[src/source/issue_settings.svh]
`ifndef ISSUE_SETTINGS_SVH
`define ISSUE_SETTINGS_SVH

// lanes, and fetch slots per cycle
`define ISSUE_NUM_LANES 2

`define ISSUE_NUM_PHY_REGS 64
`define ISSUE_PR_W 6

`define ISSUE_ID_WIDTH 8

// packets a lane may hold before it consumes them
`define ISSUE_LANE_CREDITS 2

`define ISSUE_RESET_PC 32'h0000_3000

`endif
[src/source/issue_pkg.sv]
`default_nettype none

`include "issue_settings.svh"

package issue_pkg;

    // primary opcode field, anything unlisted decodes as OPC_OTHER
    typedef enum logic [5:0] {
        OPC_SPECIAL = 6'h00,
        OPC_J       = 6'h02,
        OPC_JAL     = 6'h03,
        OPC_BEQ     = 6'h04,
        OPC_BNE     = 6'h05,
        OPC_ADDIU   = 6'h09,
        OPC_ORI     = 6'h0d,
        OPC_LUI     = 6'h0f,
        OPC_LW      = 6'h23,
        OPC_SW      = 6'h2b,
        OPC_OTHER   = 6'h3f
    } opcode_e;

    typedef enum logic {
        CF_NONE     = 1'b0,
        CF_JUMP_IMM = 1'b1
    } cf_kind_e;

    typedef struct packed {
        opcode_e     opcode;
        logic [4:0]  rs;
        logic [4:0]  rt;
        logic [4:0]  rd;
        logic        read_rs;
        logic        read_rt;
        logic        write_gpr;
        logic [4:0]  dst_lr;
        cf_kind_e    cf_kind;
        logic        is_link;
        logic [25:0] jump_target;
    } instr_info_t;

    typedef struct packed {
        logic                       valid;
        logic [31:0]                pc;
        logic [`ISSUE_ID_WIDTH-1:0] issue_id;
        logic [`ISSUE_PR_W-1:0]     phy_rs;
        logic [`ISSUE_PR_W-1:0]     phy_rt;
        logic [`ISSUE_PR_W-1:0]     phy_dst;
        logic                       link;
    } issue_packet_t;

    typedef struct packed {
        logic [`ISSUE_PR_W-1:0] phy_rs;
        logic [`ISSUE_PR_W-1:0] phy_rt;
        logic [`ISSUE_PR_W-1:0] phy_dst;
        logic                   alloc_ok;
    } slot_rename_t;

    // number of slots issued in one cycle
    typedef logic [$clog2(`ISSUE_NUM_LANES + 1)-1:0] slot_cnt_t;

endpackage

`default_nettype wire

[src/source/issue_top.sv]
`timescale 1ns/1ps
`default_nettype none

`include "issue_settings.svh"

module issue_top (
    input  logic                                            clk,
    input  logic                                            rst_n,
    output logic [31:0]                                     imem_addr,
    input  logic [`ISSUE_NUM_LANES-1:0][31:0]               imem_data,
    output issue_pkg::issue_packet_t [`ISSUE_NUM_LANES-1:0] packet_out,
    input  logic [`ISSUE_NUM_LANES-1:0]                     credit_return,
    input  logic [`ISSUE_NUM_PHY_REGS-1:0]                  pr_not_idle
);
    import issue_pkg::*;

    instr_info_t  [`ISSUE_NUM_LANES-1:0] dec_info;
    slot_rename_t [`ISSUE_NUM_LANES-1:0] slot_rename;
    slot_cnt_t                           issue_count;
    logic         [`ISSUE_NUM_LANES-1:0] lane_issue;
    logic         [`ISSUE_NUM_LANES-1:0] lane_ready;

    // one decoder per fetch slot
    for (genvar k = 0; k < `ISSUE_NUM_LANES; k++) begin : g_dec
        instr_decoder u_dec (
            .instr (imem_data[k]),
            .info  (dec_info[k])
        );
    end

    rename_table u_rename (
        .clk         (clk),
        .rst_n       (rst_n),
        .info        (dec_info),
        .pr_not_idle (pr_not_idle),
        .issue_count (issue_count),
        .rename      (slot_rename)
    );

    lane_credits u_credits (
        .clk           (clk),
        .rst_n         (rst_n),
        .lane_issue    (lane_issue),
        .credit_return (credit_return),
        .lane_ready    (lane_ready)
    );

    issue_sequencer u_seq (
        .clk         (clk),
        .rst_n       (rst_n),
        .info        (dec_info),
        .rename      (slot_rename),
        .lane_ready  (lane_ready),
        .pc          (imem_addr),
        .issue_count (issue_count),
        .lane_issue  (lane_issue),
        .packet_out  (packet_out)
    );

endmodule

`default_nettype wire

[src/source/issue_sequencer.sv]
`timescale 1ns/1ps
`default_nettype none

`include "issue_settings.svh"

module issue_sequencer (
    input  logic                                            clk,
    input  logic                                            rst_n,
    input  issue_pkg::instr_info_t [`ISSUE_NUM_LANES-1:0]   info,
    input  issue_pkg::slot_rename_t [`ISSUE_NUM_LANES-1:0]  rename,
    input  logic [`ISSUE_NUM_LANES-1:0]                     lane_ready,
    output logic [31:0]                                     pc,
    output issue_pkg::slot_cnt_t                            issue_count,
    output logic [`ISSUE_NUM_LANES-1:0]                     lane_issue,
    output issue_pkg::issue_packet_t [`ISSUE_NUM_LANES-1:0] packet_out
);
    import issue_pkg::*;

    logic [`ISSUE_ID_WIDTH-1:0] issue_id;
    logic                       pend_valid;
    logic [31:0]                pend_target;

    issue_packet_t [`ISSUE_NUM_LANES-1:0] packet_next;
    logic [31:0]                          pc_next;
    logic                                 pend_valid_next;
    logic [31:0]                          pend_target_next;

    always_comb begin
        int          slot;
        logic        stop;
        logic [31:0] ip;

        slot             = 0;
        stop             = 1'b0;
        ip               = pc;
        pc_next          = pc;
        pend_valid_next  = pend_valid;
        pend_target_next = pend_target;
        lane_issue       = '0;
        packet_next      = '0;
        // slot k goes to the k-th ready lane
        for (int l = 0; l < `ISSUE_NUM_LANES; l++) begin
            if (lane_ready[l] && !stop) begin
                if (!rename[slot].alloc_ok) begin
                    // no free physical register, hold from here
                    stop = 1'b1;
                end else begin
                    ip                      = pc + 32'(slot << 2);
                    lane_issue[l]           = 1'b1;
                    packet_next[l].valid    = 1'b1;
                    packet_next[l].pc       = info[slot].is_link ? ip + 32'd4 : ip;
                    packet_next[l].issue_id = issue_id + `ISSUE_ID_WIDTH'(slot);
                    packet_next[l].phy_rs   = rename[slot].phy_rs;
                    packet_next[l].phy_rt   = rename[slot].phy_rt;
                    packet_next[l].phy_dst  = rename[slot].phy_dst;
                    packet_next[l].link     = info[slot].is_link;
                    if (pend_valid_next) begin
                        // delay slot out, redirect and drop the rest
                        pc_next         = pend_target_next;
                        pend_valid_next = 1'b0;
                        stop            = 1'b1;
                    end else begin
                        pc_next = ip + 32'd4;
                        if (info[slot].cf_kind == CF_JUMP_IMM) begin
                            pend_valid_next  = 1'b1;
                            pend_target_next = {ip[31:28], info[slot].jump_target, 2'b00};
                        end
                    end
                    slot++;
                end
            end
        end
        issue_count = slot_cnt_t'(slot);
    end

    always_ff @(posedge clk or negedge rst_n) begin
        if (!rst_n) begin
            pc         <= `ISSUE_RESET_PC;
            issue_id   <= '0;
            pend_valid <= 1'b0;
            packet_out <= '0;
        end else begin
            pc         <= pc_next;
            issue_id   <= issue_id + `ISSUE_ID_WIDTH'(issue_count);
            pend_valid <= pend_valid_next;
            packet_out <= packet_next;
        end
    end

    always_ff @(posedge clk) begin
        pend_target <= pend_target_next;
    end

endmodule

`default_nettype wire

[src/source/lane_credits.sv]
`timescale 1ns/1ps
`default_nettype none

`include "issue_settings.svh"

module lane_credits (
    input  logic                        clk,
    input  logic                        rst_n,
    input  logic [`ISSUE_NUM_LANES-1:0] lane_issue,
    input  logic [`ISSUE_NUM_LANES-1:0] credit_return,
    output logic [`ISSUE_NUM_LANES-1:0] lane_ready
);
    localparam int CNT_W = $clog2(`ISSUE_LANE_CREDITS + 1);
    localparam logic [CNT_W-1:0] FULL = CNT_W'(`ISSUE_LANE_CREDITS);

    logic [`ISSUE_NUM_LANES-1:0][CNT_W-1:0] count;
    logic [`ISSUE_NUM_LANES-1:0][CNT_W-1:0] count_next;

    always_comb begin
        for (int l = 0; l < `ISSUE_NUM_LANES; l++) begin
            count_next[l] = count[l];
            // issue and return in one cycle cancel out
            if (lane_issue[l] && !credit_return[l] && count[l] != '0) begin
                count_next[l] = count[l] - 1'b1;
            end else if (credit_return[l] && !lane_issue[l] && count[l] != FULL) begin
                count_next[l] = count[l] + 1'b1;
            end
        end
    end

    always_ff @(posedge clk or negedge rst_n) begin
        if (!rst_n) begin
            for (int l = 0; l < `ISSUE_NUM_LANES; l++) begin
                count[l] <= FULL;
            end
            lane_ready <= '1;
        end else begin
            count <= count_next;
            for (int l = 0; l < `ISSUE_NUM_LANES; l++) begin
                lane_ready[l] <= (count_next[l] != '0);
            end
        end
    end

endmodule

`default_nettype wire

[src/source/rename_table.sv]
`timescale 1ns/1ps
`default_nettype none

`include "issue_settings.svh"

module rename_table (
    input  logic                                           clk,
    input  logic                                           rst_n,
    input  issue_pkg::instr_info_t [`ISSUE_NUM_LANES-1:0]  info,
    input  logic [`ISSUE_NUM_PHY_REGS-1:0]                 pr_not_idle,
    input  issue_pkg::slot_cnt_t                           issue_count,
    output issue_pkg::slot_rename_t [`ISSUE_NUM_LANES-1:0] rename
);
    import issue_pkg::*;

    // logical 1..31, $0 is never mapped
    typedef logic [31:1][`ISSUE_PR_W-1:0] rat_t;

    rat_t rat;
    rat_t rat_after [`ISSUE_NUM_LANES];

    function automatic logic [`ISSUE_PR_W-1:0] map_src(input rat_t tbl, input logic rd_en,
                                                       input logic [4:0] lr);
        if (!rd_en || lr == 5'd0) begin
            return '0;
        end
        return tbl[lr];
    endfunction

    always_comb begin
        rat_t                           work;
        logic [`ISSUE_NUM_PHY_REGS-1:0] used;
        logic                           found;
        logic [`ISSUE_PR_W-1:0]         pick;

        work       = rat;
        found      = 1'b0;
        pick       = '0;
        used       = pr_not_idle;
        used[31:0] = '1;
        for (int lr = 1; lr < 32; lr++) begin
            used[work[lr]] = 1'b1;
        end
        // used only grows during the cycle, so a freed mapping stays taken until commit
        for (int s = 0; s < `ISSUE_NUM_LANES; s++) begin
            rename[s].phy_rs   = map_src(work, info[s].read_rs, info[s].rs);
            rename[s].phy_rt   = map_src(work, info[s].read_rt, info[s].rt);
            rename[s].phy_dst  = '0;
            rename[s].alloc_ok = 1'b1;
            if (info[s].write_gpr && info[s].dst_lr != 5'd0) begin
                found = 1'b0;
                pick  = '0;
                // walk downwards so the lowest free index wins
                for (int p = `ISSUE_NUM_PHY_REGS - 1; p >= 32; p--) begin
                    if (!used[p]) begin
                        found = 1'b1;
                        pick  = `ISSUE_PR_W'(p);
                    end
                end
                rename[s].alloc_ok = found;
                if (found) begin
                    rename[s].phy_dst    = pick;
                    used[pick]           = 1'b1;
                    work[info[s].dst_lr] = pick;
                end
            end
            rat_after[s] = work;
        end
    end

    always_ff @(posedge clk or negedge rst_n) begin
        if (!rst_n) begin
            for (int i = 1; i < 32; i++) begin
                rat[i] <= `ISSUE_PR_W'(i);
            end
        end else begin
            // last issued slot carries all earlier mappings
            for (int s = 0; s < `ISSUE_NUM_LANES; s++) begin
                if (s < int'(issue_count)) begin
                    rat <= rat_after[s];
                end
            end
        end
    end

endmodule

`default_nettype wire

[src/source/instr_decoder.sv]
`timescale 1ns/1ps
`default_nettype none

module instr_decoder (
    input  logic [31:0]            instr,
    output issue_pkg::instr_info_t info
);
    import issue_pkg::*;

    logic [5:0] op_field;
    logic [5:0] funct;

    assign op_field = instr[31:26];
    assign funct    = instr[5:0];

    always_comb begin
        info             = '0;
        info.opcode      = OPC_OTHER;
        info.rs          = instr[25:21];
        info.rt          = instr[20:16];
        info.rd          = instr[15:11];
        info.jump_target = instr[25:0];
        info.cf_kind     = CF_NONE;
        case (op_field)
            6'h00: begin
                info.opcode = OPC_SPECIAL;
                case (funct)
                    // jr / jalr, treated as plain non-writing ops
                    6'h08, 6'h09: info.read_rs = 1'b1;
                    // immediate shifts
                    6'h00, 6'h02, 6'h03: begin
                        info.read_rt   = 1'b1;
                        info.write_gpr = 1'b1;
                        info.dst_lr    = instr[15:11];
                    end
                    default: begin
                        info.read_rs   = 1'b1;
                        info.read_rt   = 1'b1;
                        info.write_gpr = 1'b1;
                        info.dst_lr    = instr[15:11];
                    end
                endcase
            end
            6'h02: begin
                info.opcode  = OPC_J;
                info.cf_kind = CF_JUMP_IMM;
            end
            6'h03: begin
                info.opcode    = OPC_JAL;
                info.cf_kind   = CF_JUMP_IMM;
                info.is_link   = 1'b1;
                info.write_gpr = 1'b1;
                info.dst_lr    = 5'd31;
            end
            6'h04, 6'h05: begin
                // branches read both operands but never redirect here
                info.opcode  = (op_field == 6'h04) ? OPC_BEQ : OPC_BNE;
                info.read_rs = 1'b1;
                info.read_rt = 1'b1;
            end
            6'h09, 6'h0d, 6'h23: begin
                info.opcode    = (op_field == 6'h09) ? OPC_ADDIU :
                                 (op_field == 6'h0d) ? OPC_ORI : OPC_LW;
                info.read_rs   = 1'b1;
                info.write_gpr = 1'b1;
                info.dst_lr    = instr[20:16];
            end
            6'h0f: begin
                info.opcode    = OPC_LUI;
                info.write_gpr = 1'b1;
                info.dst_lr    = instr[20:16];
            end
            6'h2b: begin
                info.opcode  = OPC_SW;
                info.read_rs = 1'b1;
                info.read_rt = 1'b1;
            end
            default: info.opcode = OPC_OTHER;
        endcase
    end

endmodule

`default_nettype wire

[config.mk]
export PLATFORM = sky130hd
export DESIGN_NAME = issue_top
export DESIGN_NICKNAME = d
export VERILOG_FILES = /design/src/source/issue_pkg.sv /design/src/source/issue_top.sv /design/src/source/issue_sequencer.sv /design/src/source/lane_credits.sv /design/src/source/rename_table.sv /design/src/source/instr_decoder.sv
export VERILOG_INCLUDE_DIRS = /design/src /design/src/source
export SDC_FILE = /design/constraint.sdc
export NUM_CORES = 2
export LEC_CHECK = 0
export BUFFER_PORTS_ARGS = -buffer_cell sky130_fd_sc_hd__buf_2
export CAP_MARGIN = 40
export CORE_ASPECT_RATIO = 1.2
export CORE_MARGIN = 4
export CORE_UTILIZATION = 43
export DETAILED_ROUTE_END_ITERATION = 10
export SYNTH_ARGS = -nofsm -noshare
export SYNTH_HDL_FRONTEND = slang
export SYNTH_SLANG_ARGS = --single-unit
[constraint.sdc]
create_clock -name clk -period 13.3 [get_ports clk]
set_input_delay 0.665 -clock clk [delete_from_list [all_inputs] [get_ports clk]]
set_output_delay 0.665 -clock clk [all_outputs]
set_load 0.01 [all_outputs]
==> results of run 1 <==
[metrics by stage]
step	hold slack, ns	setup WS (ns)	instances	utilization	area, um^2
after floorplan	0.369	5.56	4714	-	38300
after global placement	0.419	3.34	5779	0.459	40400
after CTS	0.0958	3.15	5898	0.479	42200
after detailed placement	0.422	3.16	5834	0.466	41100
[cell families after synthesis]
kind of cell               synth area share
xor gates and xnor gates             0.0286
DFF                                   0.250
muxes                                 0.167
adders and majority gates           0.00503
AOI/OAI and AO/OA                     0.217
and+or+nand+nor                       0.276
buffers and inverters                0.0561
[metal layers]
metal  global-route usage  overflow
met1                0.668         0
met2                0.831         5
met3                0.456         0
met4                0.642         5
met5                0.102         0
[synthesized netlist by cell type, types with 34 or more instances]
cell,count,area (um^2)
nand4_1,61,382
nand2b_1,110,688
clkbuf_1,390,1460
a211oi_1,48,360
mux4_2,186,4190
nand2_1,341,1280
o22ai_1,438,2740
mux2_2,60,676
dfrtp_1,267,6680
nand3_1,93,465
or4bb_1,53,597
nor3_1,125,626
nor2_1,644,2420
a21oi_1,283,1420
and2_1,34,213
inv_1,59,221
xor2_1,49,429
xnor2_1,76,666
nor4_1,94,588
mux2i_1,148,1480
a221oi_1,45,394
buf_1,41,154
or2_2,69,432
nand4b_1,97,850
buf_2,43,215
o21ai_0,134,671
nor2b_1,35,219
dfstp_2,86,2260
==> summary.txt, run 1 <==
Outcome
  • Status: aborted with a tool error
  • Fail Step: global routing
  • Tool error: [ERROR GRT-0116] Global routing finished with congestion. Check the congestion regions in the DRC Viewer.

Clock tree
  • Max Root-Sink Buffers: 3
  • Clock sink total: about 390
  • Total CTS buffers: 35
  • Post-CTS setup buffers: 0
  • CTS HTree Levels: 2
  • Hold-fix buffers, CTS: 0
  • Post-CTS sizing: 0
  • Clk Tree Root Cell: clkbuf_16

Synth
  • Cell Area, Synth: 38,300 um^2
  • Ys async rst share: 0.917
  • Synth unique cells: approximately 110
  • Syn Nets: 4,860
  • Post-synth EDFFs: 0
  • Register area share after synthesis: 0.250
  • Ys flop type: dfrtp_1
  • Yosys warns: 0
  • Syn Area/Cell: a little over 8 um^2
  • Post-synthesis register bit count: between 300 and 400
  • Cells after synthesis: between 4,000 and 5,000

Place
  • Gpl congestion: between 1 and 1.5
  • HPWL after detailed placement: between 200,000 and 250,000 um
  • Port-buffer cells: ~250

Floorplanning
  • I/O pin cnt: 284
  • Starting Density: 0.435
  • Chip height: 335 um
  • Die width: ~280 um
  • Row cnt: about 120

Global routing
  • Pin count of the biggest net entering global routing: 120
  • Global Route Usage Sum: 0.649
  • First-pass GRT wire length: between 400,000 and 500,000 um
  • Remaining Overflow, GRT: 10
  • Vias in the first global route: 48,800
==> inputs of run 2 (changes only) <==
Settings changed: CORE_ASPECT_RATIO 1.2 to default, CORE_UTILIZATION 43 to 28, PLACE_DENSITY_LB_ADDON from default to 0.15.
==> run 2 against run 1 <==
The run now ends clean. Synthesized area unchanged. Synthesized cell count unchanged.
==> summary.txt, run 2 <==
Outcome
  • Status: completed

Floorplanning
  • Starting Density: 0.282
  • I/O pin cnt: approximately 280
  • Die ar.: roughly 140,000 um^2
  • Die width: between 300 and 400 um
  • Chip height: around 380 um
  • Core box area: 136,000 um^2
  • Row cnt: 135

Setup path
  • Crit path depth: 28
  • Max stage delay on crit path: between 1 and 1.5 ns
  • Critical R2R Launch: u_rename.rat[34]
  • FF-to-FF path depth: 28
  • Crit-path leading delay family: simple AND/OR/NAND/NOR gates
  • Crit path DAT: between 10 and 15 ns
  • Critical Path Source: u_rename.rat[34]
  • Crit Path Max Fanout: 35
  • Worst Setup End Kind: flop
  • Worst setup SP type: flop
  • Kind of critical path: reg2reg
  • Buf/Inv on CP: 2
  • Crit-path slowest cell: o22ai_1
  • WP data required: around 14 ns
  • Cell seen most often among critical-path stages: nand2_1

Power
  • Design Power: 9.01 mW
  • Power per Cell Area: roughly 200 nW/um^2
  • P_leak: 15.7 nW
  • Peak VDD IR: roughly 0.12 mV

Synth
  • Post-synthesis register bit count: ~390
  • Cells after synthesis: around 4,700
  • Synth cell count leaders: nor2_1 (644), o22ai_1 (438), clkbuf_1 (390)
  • Syn Nets: just under 5,000
  • Largest family of logic cells by synthesized area: simple AND/OR/NAND/NOR gates
  • Compound-gate portion of the synthesized area: 0.217
  • Simple-gate share of the synthesized area: 0.276
  • Synth unique cells: 106
  • Post-synthesis mux area share: 0.167
  • Count leader, synth: nor2_1
  • Synth area leader: dfrtp_1
  • Ys async rst share: 0.917
  • Ys flop type: dfrtp_1
  • Dominant cells by area after synthesis: dfrtp_1 (17%), mux4_2 (11%), o22ai_1 (7.2%), nor2_1 (6.3%), dfstp_2 (5.9%)
  • Synth Area in XOR/XNOR: 0.0286
  • Cell Area, Synth: 38,300 um^2
  • Syn Area/Cell: ~8 um^2
  • Post-synth EDFFs: 0
  • Register area share after synthesis: 0.250
  • Yosys warns: 0
  • Share of the synthesized area in the top cell type: 0.174
  • Adder-Cell Fraction of Synth Area: 0.00503

Detailed routing
  • Drt initial violations: between 8,000 and 9,000
  • Via count: roughly 48,000
  • Wire length per cell: roughly 47 um
  • Routed WL: roughly 310,000 um
  • Via/cell ratio: about 7.2
  • 1st-pass router iterations: 10
  • Post-route DRC: 0
  • Routed Antenna Nets: 0

Clock tree
  • Post-CTS setup buffers: 0
  • Max Root-Sink Buffers: 3
  • Clk_lat worst skew: about 0.66 ns
  • CTS tree: built
  • Clk Tree Root Cell: clkbuf_16
  • Clock sink total: roughly 390
  • CTS HTree Levels: 2
  • Clk slew on worst S/H paths: approximately 0.07 ns
  • Total CTS buffers: 51

Final layout
  • Final instance area: 44,300 um^2
  • Most frequent cells in the layout: nor2_1 (641), o22ai_1 (438), nand2_1 (339)
  • Area grow syn2layout: 15.7%
  • Nets: 4,946
  • Sequential Area: about 9600 um^2
  • Filler Cell Count: approximately 14,000
  • Largest Register: u_rename.rat
  • Largest register FFs: 186
  • Biggest regs: u_rename.rat (186), u_seq.packet_out (120)
  • Area occupied by multi-input gates: 26,800 um^2
  • Most common cell after layout, fill and taps aside: nor2_1
  • Share of cells above drive strength 1: 0.228

Place
  • HPWL after detailed placement: ~230,000 um
  • Port-buffer cells: between 200 and 300
  • Placed cell area: 42,500 um^2
  • Gpl congestion: about 1.2

STA
  • Fmax: between 90 and 100 MHz
  • Slew Limit Fails: 0
  • Fin. Hold Viols: 0
  • Max-Slew Margin vs Limit: 0.258
  • RSZ-0062 raised after global routing: no
  • Setup_tns: 0 ns
  • Worst-margin pin slew: about 1.1 ns
  • Hold slack: 0.306 ns
  • Crit path time final: approximately 11 ns
  • Clk_skew: approximately 0.043 ns
  • Setup violators final: 0
  • Final period util: 0.819

Global routing
  • Vias in the first global route: 42,900
  • Global Route Usage Sum: 0.418
  • Remaining Overflow, GRT: 0
  • Pin count of the biggest net entering global routing: between 100 and 150
  • Initial antenna violation count: slightly above 50
  • First-pass GRT wire length: between 400,000 and 500,000 um

Worst hold path
  • Hold Crit Start: imem_data[36]
  • Hold path depth: 2
  • Min-Delay Path Class: in2reg

Job
  • Number of max-cap violations: 0
run 2: cells by family after synthesis:
kind of cell	count (synthesis)
simple gates	1969
compound gates	1274
buf+inv	547
mux	399
flops	385
xor+xnor	125
fa+ha+maj	15
run 2: what timing repair did:
action	in CTS	in global routing
hold endpoints to repair	16	0
hold buffers	1	0
endpoints found under the setup margin	0	0
gates resized for setup	0	0
run 2: layer usage:
metal,GRT usage,vias to the layer above,wire [um]
met5,0.0322,-,946
met4,0.209,47,21500
met3,0.199,1222,45000
met2,0.577,4328,121000
met1,0.537,23800,122000
li1,-,18200,-
run 2: worst paths after layout:
| kind | to | slack (ns) |
|---|---|---|
| max in group asynchronous | u_rename.rat[149] | 10.82 |
| min in group asynchronous | u_seq.packet_out[6] | 0.51 |
| worst min register to register | u_seq.pend_target[1] | 0.44 |
| worst min-delay path | u_seq.pend_target[6] | 0.31 |
| worst max register to register | u_seq.pc[27] | 2.41 |
| worst max-delay path | u_seq.pc[27] | 2.41 |
run 2: power by group:
group | internal (mW) | switching (mW)
Sequential | 1.59 | 0.765
Clock | 0.878 | 0.611
Combinational | 1.53 | 3.63
run 2: per-stage QoR:
| step | utilization | setup slack, ns | std cells |
|---|---|---|---|
| after detailed placement | 0.313 | 3.37 | 6525 |
| final | 0.327 | 2.41 | 6658 |
| after CTS | 0.326 | 3.31 | 6622 |
| after floorplan | - | 5.56 | 4714 |
| after global placement | 0.308 | 3.23 | 6477 |
| after global routing | 0.326 | 2.33 | 6627 |
run 2: worst reg2reg max path, delay by kind of cell, from the launching register on:
| kind | cells | cell delay (ns) |
|---|---|---|
| adders and majority gates | 2 | 0.47 |
| DFF | 1 | 0.78 |
| buffers and inverters | 2 | 0.33 |
| and+or+nand+nor | 19 | 7.20 |
| AOI/OAI and AO/OA | 3 | 1.51 |
| xor gates and xnor gates | 2 | 0.43 |
run 2: final cells by class:
class / instances / share of cell area
clock buffer: 70 / 0.0324
inverter: 61 / 0.00517
multi-input combinational: 3782 / 0.605
sequential: 385 / 0.216
tap: 1781 / 0.0503
antenna: 34 / 0.00192
timing repair buffer: 519 / 0.0814
clock inverter: 26 / 0.00756
Power figures use the tool's default switching activity.
